--- src/common/cache_pkg.sv ---
// ------------------------------
// shared types for the CPU-side cache: word and address widths,
// request and memory command structs, TLB entry layout and the
// controller state encoding; modules import it inside their body
// ------------------------------
`default_nettype none

package cache_pkg;

  // ------------------------------
  // sizes
  // ------------------------------
  localparam int LINES       = 256;          // direct mapped, one word per line
  localparam int TLB_ENTRIES = 256;

  // ------------------------------
  // widths and address fields
  // ------------------------------
  typedef logic [31:0] word_t;
  typedef logic [31:0] vaddr_t;              // word address, CPU side
  typedef logic [31:0] paddr_t;              // word address, memory side
  typedef logic [7:0]  line_idx_t;           // addr 7:0
  typedef logic [7:0]  tlb_idx_t;            // addr 15:8
  typedef logic [15:0] page_tag_t;           // addr 31:16
  typedef logic [23:0] cache_tag_t;          // {ptag, tlb index}

  // ------------------------------
  // structs
  // ------------------------------
  // for a TLB write wdata is {ptag, vtag}
  typedef struct packed {
    vaddr_t addr;
    word_t  wdata;
    logic   we;
  } cpu_req_s;

  typedef struct packed {
    paddr_t addr;
    word_t  wdata;
    logic   we;
  } mem_cmd_s;

  typedef struct packed {
    page_tag_t ptag;
    page_tag_t vtag;
  } tlb_entry_s;

  typedef enum logic [2:0] {
    IDLE,
    LOOKUP,                                  // arrays read
    CHECK,                                   // hit and fault valid
    WRITE_MEM,
    FILL,
    BYPASS,
    TLB_LOAD
  } ctrl_state_e;

endpackage

`default_nettype wire

--- src/design/mem_port.sv ---
// ------------------------------
// four-phase req/ack master. latches one command on start, drops
// req on ack, and pulses done once ack has fallen again
// ------------------------------
`default_nettype none

module mem_port (
  input  wire logic                 CPU_CLK,
  input  wire logic                 RST,
  input  wire logic                 start,
  input  wire cache_pkg::mem_cmd_s  cmd_in,
  input  wire logic                 mem_ack,
  input  wire cache_pkg::word_t     mem_rdata,
  output cache_pkg::mem_cmd_s       mem_cmd,
  output logic                      mem_req,
  output logic                      done,
  output cache_pkg::word_t          rdata_cap
);
  logic wait_fall;                            // req dropped, ack still high
  logic idle;
  logic launch;

  assign idle   = !mem_req && !wait_fall && !mem_ack;
  assign launch = start && idle;

  // ------------------------------
  // handshake
  // ------------------------------
  always_ff @(posedge CPU_CLK)
  begin
    if (!RST)
    begin
      mem_req   <= 1'b0;
      wait_fall <= 1'b0;
      done      <= 1'b0;
    end
    else
    begin
      done <= 1'b0;
      if (launch)
        mem_req <= 1'b1;
      else if (mem_req && mem_ack)
      begin
        mem_req   <= 1'b0;
        wait_fall <= 1'b1;
      end
      else if (wait_fall && !mem_ack)
      begin
        wait_fall <= 1'b0;
        done      <= 1'b1;
      end
    end
  end

  // command held stable until the next launch
  always_ff @(posedge CPU_CLK)
  begin
    if (launch)
      mem_cmd <= cmd_in;
    if (mem_req && mem_ack)
      rdata_cap <= mem_rdata;                 // valid while ack is high
  end

endmodule

`default_nettype wire

--- config.mk ---
export PLATFORM = sky130hd
export DESIGN_NAME = mem_port
export DESIGN_NICKNAME = d
export VERILOG_FILES = /design/src/common/cache_pkg.sv /design/src/design/mem_port.sv
export SDC_FILE = /design/constraint.sdc
export NUM_CORES = 1
export LEC_CHECK = 0
export ABC_AREA = 1
export BUFFER_PORTS_ARGS = -buffer_cell sky130_fd_sc_hd__buf_2
export CAP_MARGIN = 10
export CELL_PAD_IN_SITES_DETAIL_PLACEMENT = 0
export CELL_PAD_IN_SITES_GLOBAL_PLACEMENT = 2
export CORE_ASPECT_RATIO = 0.7
export CORE_MARGIN = 4
export CORE_UTILIZATION = 24
export DETAILED_ROUTE_END_ITERATION = 10
export HOLD_SLACK_MARGIN = 0.02
export PLACE_DENSITY = 0.72
export SLEW_MARGIN = 20
export SYNTH_ARGS = -nofsm -noshare
export SYNTH_HDL_FRONTEND = slang
export SYNTH_SLANG_ARGS = --single-unit
--- constraint.sdc ---
create_clock -name CPU_CLK -period 2.4 [get_ports CPU_CLK]
set_clock_uncertainty 0.15 [all_clocks]
set_input_delay 0 -clock CPU_CLK [delete_from_list [all_inputs] [get_ports CPU_CLK]]
set_output_delay 0 -clock CPU_CLK [all_outputs]
set_load 0.03 [all_outputs]
# == Word-level counts from Yosys, hierarchy flattened ==
# Index checks and enable logic that the tools add are counted.
# totals
reg_bits,100
inputBits,101
output_inout_bits,99
elab_cells,26
# classes
mux,5
n_bitwise,2
n_reduce_logical,12
# ops
cell,count
$logic_and A1 B1 Y1,5
$mux W1,5
$reduce_bool A2 Y1,2
$logic_not A1 Y1,3
$reduce_or A3 Y1,1
$not A1 Y1,2
$reduce_and A2 Y1,1

# == Longest topological paths before layout ==
# Gate-level depths: netlist of the first run.
# depth
ltp_word,6
mapped_depth,4
depth_no_buf,4

# == Worst setup path before layout of the first run ==
# Ideal clock, no wire load.
# synth_timing
path_kind,flip-flop to flip-flop
from,register mem_req
to,register mem_cmd[0] (netlist name) (enable)
setup_ps,419
arrival_time_ps,1913
required_time_ps,1831
path_slack_ps,-82
stages_incl_launch_ff,4
synth_period_minus_slack_ps,2482
cell_sequence,dfxtp_1 -> nor2_2 -> nand2_1 -> inv_1
# synth_between
elab_chain_len,4
# synth_lines
item,line_no,text
start: declaration,mem_port.sv:15,"output logic mem_req,"
start signal: assignment,mem_port.sv:33,mem_req <= 1'b0;
start signal: assignment,mem_port.sv:41,mem_req <= 1'b1;
start signal: assignment,mem_port.sv:44,mem_req <= 1'b0;
$logic_not A1 Y1,mem_port.sv:23,assign idle = !mem_req && !wait_fall && !mem_ack;
$logic_and A1 B1 Y1 (2 in series),mem_port.sv:23,
$logic_and A1 B1 Y1,mem_port.sv:24,assign launch = start && idle;
net launch,mem_port.sv:21,logic launch;
end signal: assignment,mem_port.sv:59,mem_cmd <= cmd_in;
end: declaration,mem_port.sv:14,"output cache_pkg::mem_cmd_s mem_cmd,"
# The timed path passes the listed nets, and every way through them passes these cells.
# A chain may end at the register's enable or synchronous reset.

# == Worst setup path after layout of the first run ==
# layout_timing
from,register mem_req
to,register mem_cmd[3] (netlist name) (enable)
# The elaborated chain is that of the path after synthesis.

==> flow_summary.json, run 1 <==
{
  "status": "finished, final reports clean",
  "critPathRequiredTime_ns": 2.25,
  "synth-async-reset-ratio": 0,
  "fin_nets": 527,
  "syn2layout_area_growth_pct": 83.6,
  "ys_types": 9,
  "io_buffers": 199,
  "synth_fp_nets": 215,
  "design_area_um2": 5570,
  "reg2reg_depth": 4,
  "htreeDepth": 3,
  "hpwl_mm": 5.86,
  "synthXorXnorAreaFrac": 0,
  "synth-simple-area-share": 0.0111,
  "die-height_um": 102,
  "hold_depth": 5,
  "synth_top_area_cell": "edfxtp_1",
  "synth_area_per_cell_um2": 26.6,
  "core_area_um2": 12400,
  "drcViolationCount": 0,
  "max_slew_margin": 0.733,
  "path_clk_slew_ns": 0.06,
  "dr_wl_met3_um": 719,
  "synthMuxAreaShare": 0,
  "drt-total-wl_mm": 8.50,
  "dr.pass1.iters": 4,
  "vias_per_cell": 3.77,
  "syn_area_um2": 3030,
  "synth.most_common_cell": "edfxtp_1",
  "clkLatencyLatePin_ns": 0.33,
  "power_density_nw_per_um2": 705,
  "detail-route-antenna-nets": 0,
  "yosysWarningCount": 0,
  "cp_data_arrival_time_ns": 1.45,
  "place_area_um2": 4260,
  "wirelength_met1_mm": 3.43,
  "synth_top_family_by_area": "simple AND/OR/NAND/NOR gates",
  "slew_violations": 0,
  "groute.usage.overall": 0.113,
  "fin_ws_ns": 0.805,
  "ys_seq_area_frac": 0.980,
  "startpoint_type": "flop",
  "topRoutingLayerUsed": "met4",
  "die-width_um": 142,
  "drive_above_1_share": 0.507,
  "routedWlPerCell_um": 14.4,
  "finalSetupTns_ns": 0,
  "irDropWorstVdd_mv": 0.394,
  "grt_pass1_vias": 2455,
  "fmax_mhz": 627,
  "ys_ff_latch": 100,
  "initial_utilization": 0.245,
  "synthFlopType": "edfxtp_1",
  "synth.top_cells.by_count": "97 x edfxtp_1, 4 x inv_1, 4 x nand2_1",
  "grt_pass1_wl_mm": 12.5,
  "synth_compound_area_frac": 0.00289,
  "grt_overflow": 0,
  "hold_path_class": "input port to flop",
  "cts_tree": "built",
  "ys_top_cells_by_area": "edfxtp_1 96%, dfxtp_1 2.0%, inv_1 0.49%",
  "dr_wl_met2_mm": 4.20,
  "finalCriticalPeriod_ns": 1.59,
  "critical_path_class": "flop to flop",
  "grt_max_degree": 61,
  "synth_edf_count": 97,
  "pre_cts_ws_ns": 0.801,
  "synth_fa_ha_area_frac": 0,
  "grt_antenna_before_repair": 0,
  "vias": 2234,
  "end_kind": "flop",
  "hold_viol": 0,
  "power_w": 0.00392,
  "rsz0062_at_grt": "false",
  "cts_resized": 0,
  "worst_slew_pin_slew_ns": 0.400,
  "dieArea_um2": 14500,
  "path_max_fanout": 60,
  "post-route-period-util": 0.665,
  "synth_top_area_frac": 0.960,
  "rows": 34,
  "cts_sinks": 100,
  "gp_congestion": 0.654,
  "cts_root_buf": "clkbuf_16",
  "cts.path.max_buffers": 2,
  "ios": 200,
  "p_leak_nw": 2.32,
  "drt-initial-drc-count": 40,
  "syn_inst": 114,
  "setup_viol": 0,
  "maxCapViolCount": 0,
  "cts_buffers": 9,
  "antenna_cells": 0
}
-- stage by stage --
step           hold WS [ns]   util  instances
2_1_floorplan       -0.0511      -        114
3_3_place_gp         0.0264  0.344        477
3_5_place_dp         0.0281  0.344        477
4_1_cts               0.145  0.450        592
5_1_grt               0.197  0.450        592
6_report              0.160  0.450        592
-- final timing paths --
| path | startpoint | endpoint | slack (ns) |
|---|---|---|---|
| worst max-delay path | mem_req | mem_cmd[3] | 0.81 |
| worst min-delay path | start | mem_cmd[42] | 0.16 |
| worst max register to register | mem_req | mem_cmd[3] | 0.81 |
| worst min register to register | wait_fall | done | 0.31 |
-- cell usage in the layout (no fill, tap or decap), types with 2 or more instances in the layout --
cell type,Yosys,final
edfxtp_1,97,97
inv_1,4,3
bufinv_16,0,2
clkinv_1,0,2
nand2_1,4,4
dlygate4sd3_1,0,100
clkbuf_16,0,9
nor2_1,2,2
buf_2,0,199
dfxtp_1,3,3
clkinvlp_4,0,2
-- timing repair --
item / in CTS / in global routing
hold buffers: 100 / 0
buffers inserted: 0 / 0
hold endpoints to repair: 100 / 0
endpoints found under the setup margin: 0 / 0
-- metal layers --
| layer | vias up | track usage |
|---|---|---|
| met5 | - | 0 |
| met4 | 0 | 0.0314 |
| met3 | 10 | 0.0449 |
| met2 | 104 | 0.189 |
| met1 | 1056 | 0.138 |
| li1 | 1064 | - |
-- area by class of cell --
type	count	area [µm²]
Multi-Input combinational cell	9	42.5
Sequential cell	100	2970
Clock inverter	6	80.1
Inverter	5	22.5
Clock buffer	9	225
Fill cell	1131	6810
Tap cell	162	203
Timing Repair Buffer	301	2020
-- logic make-up after synthesis --
kind of cell | Yosys count
AO/OA/AOI/OAI | 1
buffers and inverters | 5
flip-flops | 100
AND/OR/NAND/NOR | 8
-- worst max-delay path: stages (launching register included) --
cell and delay [ns]:
dfxtp_1 0.34, nor2_2 0.11, nand2_1 0.13, clkinvlp_4 0.18, buf_12 0.31
-- power breakdown --
group | switching [W] | internal, W
sequential | 0.0000160 | 0.00199
clock | 0.000577 | 0.000898
combinational | 0.000231 | 0.000208
-- state kept, by name, indices dropped and copies added (netlist names) --
register	flops
wait_fall	1
mem_cmd	65
mem_req	1
rdata_cap	32
done	1
No activity file was read; power rests on OpenSTA's default activity.
==> inputs of run 2 (changes only) <==
--- a/config.mk
+++ b/config.mk
@@ -12,10 +12,10 @@
 export CELL_PAD_IN_SITES_GLOBAL_PLACEMENT = 2
 export CORE_ASPECT_RATIO = 0.7
 export CORE_MARGIN = 4
-export CORE_UTILIZATION = 24
+export CORE_UTILIZATION = 27
 export DETAILED_ROUTE_END_ITERATION = 10
 export HOLD_SLACK_MARGIN = 0.02
-export PLACE_DENSITY = 0.72
+export PLACE_DENSITY = 0.76
 export SLEW_MARGIN = 20
 export SYNTH_ARGS = -nofsm -noshare
 export SYNTH_HDL_FRONTEND = slang
==> constraint.sdc (replaced) <==
create_clock -name CPU_CLK -period 1.6 [get_ports CPU_CLK]
set_clock_uncertainty 0.15 [all_clocks]
set_input_delay 0 -clock CPU_CLK [delete_from_list [all_inputs] [get_ports CPU_CLK]]
set_output_delay 0 -clock CPU_CLK [all_outputs]
set_load 0.03 [all_outputs]
==> run 2 against run 1 <==
  * The flow now stops in 4_1_cts
  * Synthesized area unchanged
  * Synthesized cell count did not move
==> flow_summary.json, run 2 <==
{
  "status": "aborted with a tool error",
  "flow.stopped_at": "4_1_cts",
  "stop_error": "[ERROR RSZ-0060] Max buffer count reached.",
  "synth_top_area_cell": "edfxtp_1",
  "pre_cts_ws_ns": 0.202,
  "synth_edf_count": 97,
  "syn_inst": 114,
  "synth_fp_nets": 215,
  "postCtsHoldBufs": 101,
  "ys_ff_latch": 100,
  "cts_sinks": 100,
  "ys_types": 9,
  "ios": 200,
  "io_buffers": 199,
  "gp_congestion": 0.745,
  "htreeDepth": 3,
  "cts_resized": 0,
  "yosysWarningCount": 0,
  "synth.top_cells.by_count": "97 x edfxtp_1, 4 x inv_1, 4 x nand2_1",
  "cts.path.max_buffers": 2,
  "synthFlopType": "edfxtp_1",
  "die-width_um": 135,
  "die-height_um": 96.7,
  "rows": 32,
  "ys_top_cells_by_area": "edfxtp_1 96%, dfxtp_1 2.0%, inv_1 0.49%",
  "synth_area_per_cell_um2": 26.6,
  "initial_utilization": 0.276,
  "synth.most_common_cell": "edfxtp_1",
  "cts_root_buf": "clkbuf_16",
  "postCtsSetupBuffers": 0,
  "synth_top_area_frac": 0.960,
  "hpwl_mm": 5.64,
  "synth-async-reset-ratio": 0,
  "place_area_um2": 4290,
  "cts_buffers": 9,
  "ys_seq_area_frac": 0.980,
  "syn_area_um2": 3030
}
==> run 2: cell counts after synthesis <==
Identical to the previous run, type by type.
==> run 2: per-stage QoR <==
step / cells / TNS (ns) / hold slack [ns]
after floorplan: 114 / -26.20 / -0.0511
after global placement: 469 / 0 / 0.0260
after detailed placement: 469 / 0 / 0.0282
==> run 2: kinds of logic after synthesis <==
logic type             share of synthesized area
DFF                                        0.980
and+or+nand+nor                           0.0111
AOI/OAI and AO/OA                        0.00289
buffers and inverters                    0.00618
==> inputs of run 3 (changes only) <==
--- a/config.mk
+++ b/config.mk
@@ -8,14 +8,10 @@
 export ABC_AREA = 1
 export BUFFER_PORTS_ARGS = -buffer_cell sky130_fd_sc_hd__buf_2
 export CAP_MARGIN = 10
-export CELL_PAD_IN_SITES_DETAIL_PLACEMENT = 0
-export CELL_PAD_IN_SITES_GLOBAL_PLACEMENT = 2
-export CORE_ASPECT_RATIO = 0.7
 export CORE_MARGIN = 4
-export CORE_UTILIZATION = 27
+export CORE_UTILIZATION = 40
 export DETAILED_ROUTE_END_ITERATION = 10
-export HOLD_SLACK_MARGIN = 0.02
-export PLACE_DENSITY = 0.76
+export PLACE_DENSITY_LB_ADDON = 0.15
 export SLEW_MARGIN = 20
 export SYNTH_ARGS = -nofsm -noshare
 export SYNTH_HDL_FRONTEND = slang
==> run 3 against run 2 <==
  * The flow now finishes without violations
==> flow_summary.json, run 3 (synthesis results as in run 1) <==
{
  "clkLatencyLatePin_ns": 0.34,
  "critical_path_class": "input port to flop",
  "cts_sinks": 100,
  "rsz0062_at_grt": "false",
  "grt_max_degree": 53,
  "cts_tree": "built",
  "detail-route-antenna-nets": 0,
  "utilization": 0.741,
  "critPathBufInv": 3,
  "path_clk_slew_ns": 0.09,
  "drt-initial-drc-count": 84,
  "initial_utilization": 0.414,
  "irDropWorstVdd_mv": 0.724,
  "drive_above_1_share": 0.516,
  "fillCellCount": 459,
  "post-route-period-util": 0.882,
  "cts.path.max_buffers": 2,
  "cts_root_buf": "clkbuf_8",
  "hold_viol": 0,
  "finalSetupTns_ns": 0,
  "die-height_um": 95.1,
  "maxCapViolCount": 0,
  "grt_pass1_vias": 2468,
  "core_area_um2": 7330,
  "gp_congestion": 0.765,
  "dr.pass1.iters": 4,
  "dieArea_um2": 9040,
  "cts_resized": 0,
  "crit_family": "buffers and inverters",
  "status": "finished, final reports clean",
  "finalCriticalPeriod_ns": 1.41,
  "cts_buffers": 9,
  "cpPeakStageDelay_ns": 0.54,
  "htreeDepth": 3,
  "hold_ws_ns": 0.203,
  "drcViolationCount": 0,
  "die-width_um": 95.1,
  "top_regs": "mem_cmd (65), rdata_cap (32)",
  "power_w": 0.00536,
  "layout_common_cells": "199 x buf_2, 100 x dlygate4sd3_1, 97 x edfxtp_1, 9 x clkbuf_8, 3 x nand2_1",
  "syn2layout_area_growth_pct": 79.1,
  "antenna_cells": 0,
  "fin_nets": 528,
  "fin_cells": 531,
  "max_slew_margin": 0.821,
  "cp_common_cell": "dlygate4sd3_1",
  "end_kind": "flop",
  "path_max_fanout": 3,
  "grt_antenna_before_repair": 0,
  "drt-total-wl_mm": 8.31,
  "final_common_cell": "buf_2",
  "critPathSlowestCell": "dlygate4sd3_1",
  "largest_register": "mem_cmd",
  "startpoint_type": "input port",
  "largest_reg_flops": 65,
  "ios": 200,
  "hold_path_class": "input port to flop",
  "grt_overflow": 0,
  "hpwl_mm": 5.10,
  "setup_viol": 0,
  "groute.usage.overall": 0.183,
  "crit_chain": "dlygate4sd3_1, buf_2, nor2_1, nand2_2, a21oi_2, dlygate4sd3_1",
  "cp_data_arrival_time_ns": 1.55,
  "grt_pass1_wl_mm": 12.0,
  "vias": 2264,
  "routedWlPerCell_um": 15.6,
  "slew_violations": 0,
  "p_leak_nw": 2.29,
  "rows": 31,
  "vias_per_cell": 4.26,
  "dp_cells": 415,
  "worst_slew_pin_slew_ns": 0.269,
  "power_density_nw_per_um2": 986,
  "critPathRequiredTime_ns": 1.74,
  "io_buffers": 199,
  "fmax_mhz": 709
}
==> run 3: final cells by class <==
cell class | instances | area (µm²) | share of cell area
Timing Repair Buffer | 302 | 2040 | 0.376
Clock inverter | 7 | 90.1 | 0.0166
Tap cell | 99 | 124 | 0.0228
Multi-Input combinational cell | 9 | 50.0 | 0.00921
Sequential cell | 100 | 2980 | 0.548
Clock buffer | 9 | 124 | 0.0228
Inverter | 5 | 26.3 | 0.00483
==> run 3: path summary, 6_finish.rpt <==
kind	start	to	slack, ns	cells past startpoint
max	mem_ack	mem_req	0.19	6
min	cmd_in[21]	mem_cmd[21]	0.20	2
max reg2reg	mem_req	mem_req	0.21	4
min reg2reg	wait_fall	done	0.32	2
==> run 3: per-layer routing <==
| layer | part of all wire | GRT usage | up-vias |
|---|---|---|---|
| met5 | 0 | 0 | - |
| met1 | 0.33 | 0.180 | 1040 |
| met2 | 0.53 | 0.340 | 136 |
| li1 | - | - | 1067 |
| met4 | 0.028 | 0.0913 | 0 |
| met3 | 0.11 | 0.0608 | 21 |
==> run 3: repair_timing <==
action,4_1_cts,5_1_grt
hold buffers,100,0
buffers inserted,0,0
endpoints found under the hold margin,100,0
==> run 3: per-stage QoR <==
step                      setup WS, ns  instance area [µm²]
final                            0.189                 5440
after detailed placement         0.241                 4220
after global placement           0.256                 4220
after CTS                        0.191                 5440
after global routing             0.114                 5440
after floorplan                 -0.403                 3050
==> run 3: report_power, final <==
part	internal, W	leakage [nW]	total [W]	switching [W]
combinational	0.000319	1.26	0.000668	0.000350
clock	0.000876	0.109	0.00168	0.000801
sequential	0.00299	0.922	0.00301	0.0000260
==> run 3: worst register-to-register path, cell delays in order, from the launching register on <==
cell and delay (ns):
dfxtp_4 0.37, nor2_4 0.09, nand2_2 0.08, a21oi_2 0.11, dlygate4sd3_1 0.54
