## config.mk

```make
export PLATFORM = sky130hd
export DESIGN_NAME = cache_ctrl
export DESIGN_NICKNAME = d
export VERILOG_FILES = /design/src/common/cache_pkg.sv /design/src/cache/cache_ctrl.sv
export SDC_FILE = /design/constraint.sdc
export NUM_CORES = 1
export LEC_CHECK = 0
export BUFFER_PORTS_ARGS = -buffer_cell sky130_fd_sc_hd__buf_4
export CAP_MARGIN = 25
export CELL_PAD_IN_SITES_DETAIL_PLACEMENT = 1
export CELL_PAD_IN_SITES_GLOBAL_PLACEMENT = 1
export CORE_AREA = 2 2 144 146
export CTS_BUF_LIST = sky130_fd_sc_hd__clkbuf_16
export DETAILED_ROUTE_END_ITERATION = 12
export DIE_AREA = 0 0 146 148
export PLACE_DENSITY_LB_ADDON = 0.3
export SYNTH_ARGS = -nofsm -noshare
export SYNTH_HDL_FRONTEND = slang
export SYNTH_SLANG_ARGS = --single-unit
```

## constraint.sdc

```tcl
create_clock -name CPU_CLK -period 6 [get_ports CPU_CLK]
set_clock_uncertainty 0.05 [all_clocks]
set_input_delay 0.6 -clock CPU_CLK [delete_from_list [all_inputs] [get_ports CPU_CLK]]
set_output_delay 0.6 -clock CPU_CLK [all_outputs]
set_load 0.01 [all_outputs]
```

## src/common/cache_pkg.sv

```systemverilog
// ------------------------------
// shared types for the CPU-side cache: word and address widths,
// request and memory command structs, TLB entry layout and the
// controller state encoding; modules import it inside their body
// ------------------------------
`default_nettype none

package cache_pkg;

  // ------------------------------
  // sizes
  // ------------------------------
  localparam int LINES       = 256;          // direct mapped, one word per line
  localparam int TLB_ENTRIES = 256;

  // ------------------------------
  // widths and address fields
  // ------------------------------
  typedef logic [31:0] word_t;
  typedef logic [31:0] vaddr_t;              // word address, CPU side
  typedef logic [31:0] paddr_t;              // word address, memory side
  typedef logic [7:0]  line_idx_t;           // addr 7:0
  typedef logic [7:0]  tlb_idx_t;            // addr 15:8
  typedef logic [15:0] page_tag_t;           // addr 31:16
  typedef logic [23:0] cache_tag_t;          // {ptag, tlb index}

  // ------------------------------
  // structs
  // ------------------------------
  // for a TLB write wdata is {ptag, vtag}
  typedef struct packed {
    vaddr_t addr;
    word_t  wdata;
    logic   we;
  } cpu_req_s;

  typedef struct packed {
    paddr_t addr;
    word_t  wdata;
    logic   we;
  } mem_cmd_s;

  typedef struct packed {
    page_tag_t ptag;
    page_tag_t vtag;
  } tlb_entry_s;

  typedef enum logic [2:0] {
    IDLE,
    LOOKUP,                                  // arrays read
    CHECK,                                   // hit and fault valid
    WRITE_MEM,
    FILL,
    BYPASS,
    TLB_LOAD
  } ctrl_state_e;

endpackage

`default_nettype wire

```

## src/cache/cache_ctrl.sv

```systemverilog
// ------------------------------
// cache controller FSM. accepts one CPU access at a time, walks
// lookup and check, then ends on a hit or fault or starts a
// write-through, a two-word fill or a bypass read via the memory port
// ------------------------------
`default_nettype none

module cache_ctrl (
  input  wire logic                  CPU_CLK,
  input  wire logic                  RST,
  input  wire logic                  cpu_enable,
  input  wire cache_pkg::cpu_req_s   cpu_req,
  input  wire logic                  tlb_we,
  input  wire logic                  vmem_act,
  input  wire logic                  cache_inhibit,
  input  wire logic                  hit,
  input  wire logic                  fault,
  input  wire cache_pkg::page_tag_t  ptag,
  input  wire logic                  mem_done,
  input  wire cache_pkg::word_t      mem_rdata_cap,
  input  wire logic                  fill_offset,
  input  wire logic                  fill_last,
  input  wire cache_pkg::word_t      line_data,
  output logic                       cpu_busy,
  output cache_pkg::word_t           cpu_rdata,
  output logic                       mmu_fault,
  output logic                       vmem,
  output cache_pkg::page_tag_t       req_vtag,
  output logic                       arr_re,
  output logic                       line_we,
  output cache_pkg::word_t           line_wdata,
  output cache_pkg::line_idx_t       line_idx,
  output cache_pkg::cache_tag_t      line_tag,
  output logic                       tlb_load,
  output cache_pkg::tlb_entry_s      tlb_entry,
  output logic                       fill_start,
  output logic                       fill_step,
  output logic                       mem_start,
  output cache_pkg::mem_cmd_s        mem_cmd
);
  import cache_pkg::*;

  ctrl_state_e state;
  cpu_req_s    req_q;                        // accepted request
  logic        inhibit_q;
  logic        accept;
  logic        hit_ret;
  logic        word_bit;                     // offset of the word being written
  logic        next_bit;                     // offset of the word to fetch

  assign accept   = (state == IDLE) && (cpu_enable || tlb_we);
  assign hit_ret  = (state == CHECK) && !fault && !req_q.we && !inhibit_q && hit;
  assign req_vtag = req_q.addr[31:16];

  // ------------------------------
  // state and handshake flags
  // ------------------------------
  always_ff @(posedge CPU_CLK)
  begin
    if (!RST)
    begin
      state     <= IDLE;
      cpu_busy  <= 1'b0;
      mmu_fault <= 1'b0;
      vmem      <= 1'b0;
      inhibit_q <= 1'b0;
    end
    else
    begin
      case (state)
        IDLE:
          if (cpu_enable)                    // cache access wins over tlb_we
          begin
            vmem      <= vmem_act;
            inhibit_q <= cache_inhibit;
            cpu_busy  <= 1'b1;
            mmu_fault <= 1'b0;
            state     <= LOOKUP;
          end
          else if (tlb_we)
          begin
            cpu_busy  <= 1'b1;
            mmu_fault <= 1'b0;
            state     <= TLB_LOAD;
          end
        LOOKUP:
          state <= CHECK;
        CHECK:
          if (fault)
          begin
            mmu_fault <= 1'b1;
            cpu_busy  <= 1'b0;
            state     <= IDLE;
          end
          else if (req_q.we)
            state <= WRITE_MEM;
          else if (inhibit_q)
            state <= BYPASS;
          else if (hit)
          begin
            cpu_busy <= 1'b0;
            state    <= IDLE;
          end
          else
            state <= FILL;
        WRITE_MEM, BYPASS:
          if (mem_done)
          begin
            cpu_busy <= 1'b0;
            state    <= IDLE;
          end
        FILL:
          if (mem_done && fill_last)         // pair word is in
          begin
            cpu_busy <= 1'b0;
            state    <= IDLE;
          end
        TLB_LOAD:
        begin
          cpu_busy <= 1'b0;
          state    <= IDLE;
        end
        default:
          state <= IDLE;
      endcase
    end
  end

  // request and returned word
  always_ff @(posedge CPU_CLK)
  begin
    if (accept)
      req_q <= cpu_req;
    if (hit_ret)
      cpu_rdata <= line_data;
    else if (mem_done && (state == BYPASS))
      cpu_rdata <= mem_rdata_cap;
    else if (mem_done && (state == FILL) && !fill_last)
      cpu_rdata <= mem_rdata_cap;             // first fill word is the requested one
  end

  // ------------------------------
  // array and memory strobes
  // ------------------------------
  always_comb
  begin
    word_bit   = (state == FILL) ? fill_offset : req_q.addr[0];
    next_bit   = (state == FILL) ? ~fill_offset : req_q.addr[0];
    line_idx   = {req_q.addr[7:1], word_bit};
    line_tag   = {ptag, req_q.addr[15:8]};
    line_wdata = (state == FILL) ? mem_rdata_cap : req_q.wdata;
    arr_re     = (state == LOOKUP);
    tlb_load   = (state == TLB_LOAD);
    tlb_entry.ptag = req_q.wdata[31:16];
    tlb_entry.vtag = req_q.wdata[15:0];
    mem_cmd.addr   = {ptag, req_q.addr[15:1], next_bit};
    mem_cmd.wdata  = req_q.wdata;
    mem_cmd.we     = req_q.we;
    line_we    = 1'b0;
    fill_start = 1'b0;
    fill_step  = 1'b0;
    mem_start  = 1'b0;
    case (state)
      CHECK:
        if (!fault)
        begin
          if (req_q.we)
          begin
            mem_start = 1'b1;
            line_we   = !inhibit_q;            // line updated as the write starts
          end
          else if (inhibit_q)
            mem_start = 1'b1;
          else if (!hit)
          begin
            mem_start  = 1'b1;
            fill_start = 1'b1;
          end
        end
      FILL:
        if (mem_done)
        begin
          line_we = 1'b1;
          if (!fill_last)
          begin
            fill_step = 1'b1;
            mem_start = 1'b1;                  // fetch the pair word
          end
        end
      default:
        line_we = 1'b0;
    endcase
  end

endmodule

`default_nettype wire

```

Word-level counts from Yosys, hierarchy flattened
Cells that the tools add are included.
- flip-flop bits (word level): 104
- input bits: 156
- output and inout port bits: 218
- logic and storage cells: 90
- eq/ne operators: 13
- mux-type cells: 44
- bitwise logic cells: 1
- reductions and logical operators: 23
- operators with widths (kind ; count):
    2-to-1 mux 32 bit ; 4
    2-to-1 mux 1 bit ; 27
    2-to-1 mux 3 bit ; 8
    case mux 3 bit (5 select lines) ; 1
    != test 3 bit (second input constant) ; 4
    == test 3 bit (second input constant) ; 3
    logical AND 1 bit ; 9
    AND reduction 7 bit ; 1
    == test 3 x 2 -> 1 bit (second input constant) ; 2
    != test 2 bit (second input constant) ; 3
    case mux 1 bit (2 select lines) ; 3
    AND reduction 3 bit ; 2
    case mux 1 bit (5 select lines) ; 1
    nonzero test 5 bit ; 1
    zero test 1 bit ; 4
    == test 3 x 1 -> 1 bit (second input constant) ; 1
    zero test 3 bit ; 1
    nonzero test 3 bit ; 1
    AND reduction 2 bit ; 1
    nonzero test 2 bit ; 1
    OR reduction 2 bit ; 1
    logical OR 1 bit ; 1
    inverter 1 bit ; 1

Depth between registers and ports, before layout
Gate-level depths: netlist of run 1.
- depth after elaboration: 6
- depth in mapped cells: 6
- gate-level depth less buffers: 4

Worst setup path before layout of run 1
Ideal clock, no wire load.
- path type: reg2reg
- start: register state[1]
- end: register cpu_busy
- setup time: 0.082 ns
- data arrival time: 4.159 ns
- required time: 5.868 ns
- path slack: 1.709 ns
- stages on the path, launching flop included: 6
- buffers on the path: 1
- clock period less this slack: 4.291 ns
- cells stage by stage: dfxtp_1 > buf_2 > nor3_1 > nor2b_1 > o21ai_0 > a21oi_1
- word-level cells in the longest chain between the ends: 4
- elaborated cells between the ends (all ways): 16
- classes of those cells: eq/ne (11); mux (1); reduce/logical (4)
- ends and longest elaborated chain (element ; line ; source):
    from (decl) ; cache_ctrl.sv:43 ; ctrl_state_e state;
    from (signal assigned) ; cache_ctrl.sv:62 ; state <= IDLE;
    from (signal assigned) ; cache_ctrl.sv:78 ; state <= LOOKUP;
    from (signal assigned) ; cache_ctrl.sv:84 ; state <= TLB_LOAD;
    == test 3 bit / == test 3 x 2 -> 1 bit (equally long branches) ; cache_ctrl.sv:70 ; case (state)
    OR reduction 2 bit ; cache_ctrl.sv:70 ;
    nonzero test 5 bit (no line) / != test 2 bit (equally long branches) ; -- ;
    AND reduction 7 bit (no line) ; -- ;
    to (signal assigned) ; cache_ctrl.sv:63 ; cpu_busy <= 1'b0;
    to (signal assigned) ; cache_ctrl.sv:76 ; cpu_busy <= 1'b1;
    to (signal assigned) ; cache_ctrl.sv:82 ; cpu_busy <= 1'b1;
    to (decl) ; cache_ctrl.sv:24 ; output logic cpu_busy,
Several ways; a longest one is shown, not always the timed one.
A chain may end at the register's enable or synchronous reset.

Worst setup path in the final report of run 1
- start: register state[2]
- end: output line_wdata[5]
- word-level cells in the longest chain between the ends: 2
- ends and longest elaborated chain (element ; line ; source):
    == test 3 bit ; cache_ctrl.sv:151 ; line_wdata = (state == FILL) ? mem_rdata_cap : req_q.wdata;
    2-to-1 mux 32 bit ; cache_ctrl.sv:151 ;
    to (decl) ; cache_ctrl.sv:31 ; output cache_pkg::word_t line_wdata,
No other way between the ends.

==> key figures, run 1 <==
Finish
  – Area grow syn2layout: 36.76%
  – Finished layout cell area: 7433 sq um
  – Nets: 724
  – Ant diodes: 0
  – Most common cell after layout, fill and taps aside: buf_4
  – Most frequent cells in the layout: buf_4 (326), edfxtp_1 (97), mux2_2 (36)
  – Share of post-route cells with drive strength above 1: 72.43%

Logic synthesis
  – YS warnings: 0
  – Distinct cells, synth: 35
  – Area leader, netlist: edfxtp_1
  – Register bit total from synthesis: 104
  – Syn Area/Cell: 14.15 sq um
  – Number of synthesized flops with an enable pin: 97
  – Syn Nets: 540
  – Area contributors post-synth: edfxtp_1 (54%), buf_4 (20%), mux2_4 (8.0%), mux2_2 (7.5%), dfxtp_1 (2.6%)
  – Main synth FF type: edfxtp_1
  – Synthesized area: 5435 sq um
  – Top-area cell type share of the netlist area: 53.59%
  – Mapped Cells: 384
  – Ys async rst share: 0%
  – Seq/Total Area, Yosys: 56.17%

Power and ir drop
  – Internal power: 1.662 mW
  – Reg power frac: 42.6%
  – Leak Pwr: 3.264 nW
  – PD cells: 318.7 nW/um^2
  – Comb power frac: 31.1%
  – Sw Share: 29.85%
  – NetSw: 707.1 uW
  – Clock power frac: 26.3%
  – Design Power: 2.369 mW
  – Maximum vdd drop: 0.1683 mV

Clock tree
  – CTS sink cnt: 104
  – H-tree levels: 3
  – Worst-path clk slew: 0.08 ns
  – Hold bufs inserted after CTS: 0
  – Bufs on Longest Clock Path: 2
  – PostCTS Resize Cnt: 0
  – Post-CTS setup buffers: 0
  – Clk Latency, worst-skew pair: 0.35 ns
  – CTS root buffer: clkbuf_16
  – CTS Buf Count: 9
  – CTS tree: yes

Timing
  – Max Slew Vio Count: 0
  – Final WS setup: 2.931 ns
  – Fmax: 325.8 MHz
  – Setup TNS: 0 ns
  – Setup-failing EPs final: 0
  – Fin. Hold Viols: 0
  – RSZ-0062 raised after global routing: no
  – Max_slew headroom: 37.70%
  – Worst Tran Pin Value: 0.9345 ns
  – Fin crit period: 3.069 ns
  – Final period util: 51.16%

GRT
  – GRT Util Overall: 14.11%
  – Initial antenna violation count: 0
  – Largest net degree at the start of global routing: 68
  – Gr ovfl total: 0
  – First-pass GRT wire length: 23070 um
  – Vias in the first global route: 3612

Worst setup path
  – R2r worst-path depth: 4
  – Delay-heaviest family, CP: flip-flops
  – Critical-path cell with the highest stage delay: dfxtp_1
  – Cells traversed along the worst timing path: nand2b_1 > nor2_4 > buf_12 > mux2_2 > buf_4
  – Crit path DAT: 2.42 ns
  – Crit path capture type: primary output
  – Crit path kind: reg -> out
  – Crit path max fanout: 27
  – Buffers and inverters on the worst path: 2
  – Crit path launch type: flop
  – CP startpoint: state[2]
  – Crit path to: line_wdata[5]
  – FF-to-FF End: cpu_rdata[18]
  – CP peak stage delay: 0.67 ns
  – Worst endpoint required time: 5.35 ns
  – R2r startpoint: state[1]
  – Critical Path Stages: 5
  – R2r setup slk: 3.14 ns

Hold path
  – Hold crit path type: in -> reg

Die
  – Die height: 148 um
  – Io pins: 374
  – Die footprint: 21610 sq um
  – Die W: 146 um
  – CORE AREA: 20040 sq um
  – Starting Density: 27.12%
  – Row count: 52

Drt
  – Via count: 3473
  – Vias/cell: 4.120
  – Router iterations before antenna repair: 4
  – Routed len/inst: 18.87 um
  – Antenna viol nets, final: 0
  – DRC: 0
  – Starting DRT DRC Count: 136
  – Wirelength, routed: 15910 um

Place
  – PortBufs: 325
  – HPWL Detailed: 12230 um
  – Pre-CTS setup slack: 2.997 ns
  – Dpl cell area: 7119 sq um
  – Gpl congestion: 0.8161

Run
  – MaxCap Viol Count: 0

Outcome
  – Status: finished clean
## layer usage
layer	global-route usage [%]	wire length, um	up-vias	share of wire (%)
met3	4.475	1187	18	7.5
li1	-	-	1587	-
met5	0	0	-	0
met2	25.09	8327	174	52
met4	5.097	268	0	1.7
met1	15.93	6126	1694	39
## Yosys cell counts (2+ instances only)
| cell type | n |
|---|---|
| nand3_1 | 2 |
| nor2b_1 | 2 |
| a21oi_1 | 6 |
| mux2_4 | 29 |
| nor3_1 | 2 |
| buf_6 | 4 |
| nand2b_1 | 3 |
| nor2_1 | 7 |
| nor4_1 | 2 |
| nor3b_1 | 4 |
| nand2_1 | 7 |
| o21ai_0 | 5 |
| nand3b_1 | 2 |
| dfxtp_1 | 7 |
| buf_2 | 4 |
| buf_4 | 146 |
| edfxtp_1 | 97 |
| mux2_2 | 36 |
| mux2i_1 | 2 |
| inv_1 | 2 |
## state kept, by name, summed over array words and instances (netlist names)
signal	count
cpu_rdata	32
inhibit_q	1
req_q	1
req_vtag	16
state	3
vmem	1
cpu_busy	1
mmu_fault	1
mem_cmd	1
tlb_entry	32
line_idx	7
line_tag	8
## kinds of logic (layout without fill, tap and decap cells)
kind of cell / Yosys count / in the layout / synth area share [%]
buffers and inverters: 157 / 346 / 21.57
DFF: 104 / 104 / 56.17
muxes: 67 / 67 / 15.84
and+or+nand+nor: 38 / 38 / 4.420
AOI/OAI and AO/OA: 17 / 17 / 1.842
xor gates and xnor gates: 1 / 1 / 0.1612
## how the worst min path moves through the flow
stage                start           end  slack [ns]  depth (start not counted)
2_1_floorplan    inhibit_q     inhibit_q        0.42                          2
3_3_place_gp          vmem          vmem        0.40                          2
3_5_place_dp          vmem          vmem        0.41                          2
4_1_cts        cpu_req[34]   line_idx[1]        0.35                          1
5_1_grt        cpu_req[36]   line_idx[3]        0.34                          1
6_report       cpu_req[64]  req_vtag[15]        0.37                          1
## metrics by stage
stage / cells / hold slack, ns / util [%]
2_1_floorplan: 384 / 0.4173 / -
5_1_grt: 843 / 0.3446 / 37.09
6_report: 843 / 0.3696 / 37.09
3_3_place_gp: 825 / 0.4031 / 35.33
3_5_place_dp: 827 / 0.4071 / 35.53
4_1_cts: 843 / 0.3462 / 37.09
## power by group through the flow
stage          combinational [mW]  sequential, mW  clock, mW
2_1_floorplan               0.506            1.00          0
3_3_place_gp                0.731            1.02          0
3_5_place_dp                0.746            1.03          0
4_1_cts                     0.750            1.01      0.654
5_1_grt                     0.785            1.02      0.675
6_report                    0.736            1.01      0.622
## cell type report
type | count | area [sq um]
flip-flops and latches | 104 | 3053
well taps | 270 | 337.8
clock inverters | 7 | 88.84
inverters | 2 | 7.507
fillers | 2237 | 12610
repair buffers | 328 | 2487
multi-input cells | 123 | 1234
clock buffers | 9 | 225.2
## worst register-to-register path: stages, from the launching register on
cell and delay (ns):
dfxtp_1 0.58, nor4b_4 0.52, nand3_4 0.70, o21ai_4 0.42, buf_12 0.24
Power figures use the tool's default switching activity.
==> run 2, diff against run 1 <==
==> constraint.sdc (replaced) <==
create_clock -name CPU_CLK -period 3.15 [get_ports CPU_CLK]
set_clock_uncertainty 0.05 [all_clocks]
set_input_delay 0.315 -clock CPU_CLK [delete_from_list [all_inputs] [get_ports CPU_CLK]]
set_output_delay 0.315 -clock CPU_CLK [all_outputs]
set_load 0.01 [all_outputs]
==> run 2 against run 1 <==
  * Utilization up 0.062 points
  * Global-route usage shrank 0.58 points
  * Critical path depth stayed put
  * First-iteration DRC count down 16%
  * Wire length shrank 2.2%
  * Clock power is 86% higher
  * Critical path type unchanged
  * Critical endpoint is now line_wdata[8]
==> key figures, run 2 (synthesized netlist as in run 1, its figures left out) <==
Worst setup path
  – R2r setup slk: 0.89 ns (was 3.14 ns)
  – Crit path DAT: 2.19 ns (was 2.42 ns)
  – FF-to-FF End: cpu_rdata[1] (was cpu_rdata[18])
  – CP startpoint: state[2] (unchanged)
  – Crit path max fanout: 19 (was 27)
  – R2r startpoint: state[0] (was state[1])
  – CP peak stage delay: 0.67 ns (about the same)
  – Cells traversed along the worst timing path: nand2b_1 > nor2_4 > buf_4 > mux2_2 > buf_4 (was nand2b_1 > nor2_4 > buf_12 > mux2_2 > buf_4)
  – R2r worst-path depth: 4 (unchanged)
  – Worst endpoint required time: 2.78 ns (was 5.35 ns)
  – Critical-path cell with the highest stage delay: dfxtp_1 (unchanged)
  – Most frequent CP cell: buf_4
  – Crit path kind: reg -> out (unchanged)
  – Crit path capture type: primary output (unchanged)
  – Crit path launch type: flop (unchanged)

Die
  – Die footprint: 21610 sq um (unchanged)
  – Row count: 52 (unchanged)
  – Io pins: 374 (unchanged)
  – Starting Density: 27.12% (unchanged)
  – CORE AREA: 20040 sq um (unchanged)
  – Die W: 146 um (unchanged)
  – Die height: 148 um (unchanged)

GRT
  – First-pass GRT wire length: 21960 um (was 23070 um)
  – Vias in the first global route: 3608 (was 3612)
  – Largest net degree at the start of global routing: 68 (unchanged)
  – GRT Util Overall: 13.52% (was 14.11%)
  – Initial antenna violation count: 0 (unchanged)
  – Gr ovfl total: 0 (unchanged)

Drt
  – DRC: 0 (unchanged)
  – Antenna viol nets, final: 0 (unchanged)
  – Router iterations before antenna repair: 4 (unchanged)
  – Routed len/inst: 18.41 um (was 18.87 um)
  – Starting DRT DRC Count: 114 (was 136)
  – Vias/cell: 4.083 (was 4.120)
  – Via count: 3450 (was 3473)
  – Wirelength, routed: 15560 um (was 15910 um)

Finish
  – Post-layout util: 37.16% (was 37.09%)
  – Nets: 726 (was 724)
  – Area grow syn2layout: 36.99% (was 36.76%)
  – Most common cell after layout, fill and taps aside: buf_4 (unchanged)
  – Most frequent cells in the layout: buf_4 (328), edfxtp_1 (97), mux2_2 (36) (was buf_4 (326), edfxtp_1 (97), mux2_2 (36))
  – Ant diodes: 0 (unchanged)
  – Share of post-route cells with drive strength above 1: 72.35% (was 72.43%)
  – Finished layout cell area: 7446 sq um (was 7433 sq um)

Timing
  – Setup TNS: 0 ns (unchanged)
  – Final period util: 81.10%
  – Setup-failing EPs final: 0 (unchanged)
  – Worst Tran Pin Value: 0.6806 ns (was 0.9345 ns)
  – Fin crit period: 2.555 ns
  – Fmax: 391.5 MHz
  – Max_slew headroom: 54.45% (was 37.70%)
  – Max Slew Vio Count: 0 (unchanged)
  – Fin. Hold Viols: 0 (unchanged)
  – RSZ-0062 raised after global routing: no (unchanged)

Hold path
  – Worst hold start: cpu_req[7] (was cpu_req[64])
  – Hold crit path type: in -> reg (unchanged)
  – Hold EP: tlb_entry[6] (was req_vtag[15])
  – WHS Path Cells: 1 (unchanged)

Clock tree
  – CTS tree: yes (unchanged)
  – Bufs on Longest Clock Path: 2 (unchanged)
  – Clk Latency, worst-skew pair: 0.34 ns (was 0.35 ns)
  – Post-CTS setup buffers: 0 (unchanged)
  – H-tree levels: 3 (unchanged)
  – Hold bufs inserted after CTS: 0 (unchanged)
  – PostCTS Resize Cnt: 0 (unchanged)
  – CTS Buf Count: 9 (unchanged)
  – Worst-path clk slew: 0.08 ns (about the same)
  – CTS sink cnt: 104 (unchanged)
  – CTS root buffer: clkbuf_16 (unchanged)

Power and ir drop
  – NetSw: 1.326 mW (was 707.1 uW)
  – PD cells: 603.0 nW/um^2 (was 318.7 nW/um^2)
  – Reg power frac: 42.7% (was 42.6%)
  – Clock power frac: 25.9% (was 26.3%)
  – Leak Pwr: 3.274 nW (was 3.264 nW)
  – Sw Share: 29.53% (was 29.85%)
  – Internal power: 3.164 mW (was 1.662 mW)
  – Comb power frac: 31.5% (was 31.1%)
  – Maximum vdd drop: 0.2356 mV (was 0.1683 mV)

Place
  – Gpl congestion: 0.8033 (was 0.8161)
  – HPWL Detailed: 12250 um (was 12230 um)
  – PortBufs: 325 (unchanged)
  – Dpl cell area: 7142 sq um (was 7119 sq um)

Run
  – MaxCap Viol Count: 0 (unchanged)

Outcome
  – Status: finished clean (unchanged)
[run 2: changes by cell type in the layout (fill, tap and decap cells not counted)]
cell	delta
buf_12	-1
buf_16	+1
buf_4	+2
clkinv_1	+1
clkinv_8	-1
inv_6	-1
inv_8	+1
[run 2: stage by stage]
step	setup WS, ns	hold slack (ns)	instances	power, mW
after floorplan	0.1298	0.3639	384	2.868
after global placement	0.8568	0.4032	828	3.342
after detailed placement	0.8949	0.4153	829	3.387
after CTS	0.5675	0.06233	845	4.578
after global routing	0.4482	0.06138	845	4.705
final	0.5955	0.08370	845	4.490
[run 2: metal layers]
layer / share of wire (%) / wire length, um / global-route usage, % / up-vias
li1: - / - / - / 1591
met1: 37 / 5733 / 14.57 / 1655
met2: 54 / 8357 / 25.14 / 192
met3: 8.4 / 1310 / 4.846 / 12
met4: 1.0 / 158 / 3.544 / 0
met5: 0 / 0 / 0 / -
[run 2: cell type report]
cell class	instances	area, sq um
clock buffers	9	225.2
clock inverters	7	78.83
fillers	2212	12590
inverters	2	7.507
multi-input cells	123	1234
flip-flops and latches	104	3053
well taps	270	337.8
repair buffers	330	2510
[run 2: worst max path at each step]
| stage | cells after the start | slack (ns) | endpoint |
|---|---|---|---|
| 6_report | 5 | 0.60 | line_wdata[8] |
| 5_1_grt | 5 | 0.45 | line_idx[0] |
| 4_1_cts | 5 | 0.57 | line_wdata[0] |
| 3_5_place_dp | 4 | 0.89 | cpu_rdata[9] |
| 3_3_place_gp | 2 | 0.86 | cpu_rdata[4] |
| 2_1_floorplan | 3 | 0.13 | line_idx[1] |
[run 2: worst max-delay path, delay by kind of cell, from the launching register on]
kind	cells	cell delay (ns)
multiplexers	1	0.38
flip-flops	1	0.67
buffers and inverters	2	0.45
AND/OR/NAND/NOR	2	0.33
[run 2: power by group through the flow]
stage	clock network, mW	logic, mW	registers [mW]
after floorplan	0	0.966	1.90
after global placement	0	1.41	1.94
after detailed placement	0	1.44	1.95
after CTS	1.22	1.44	1.92
after global routing	1.26	1.50	1.94
final	1.16	1.41	1.92
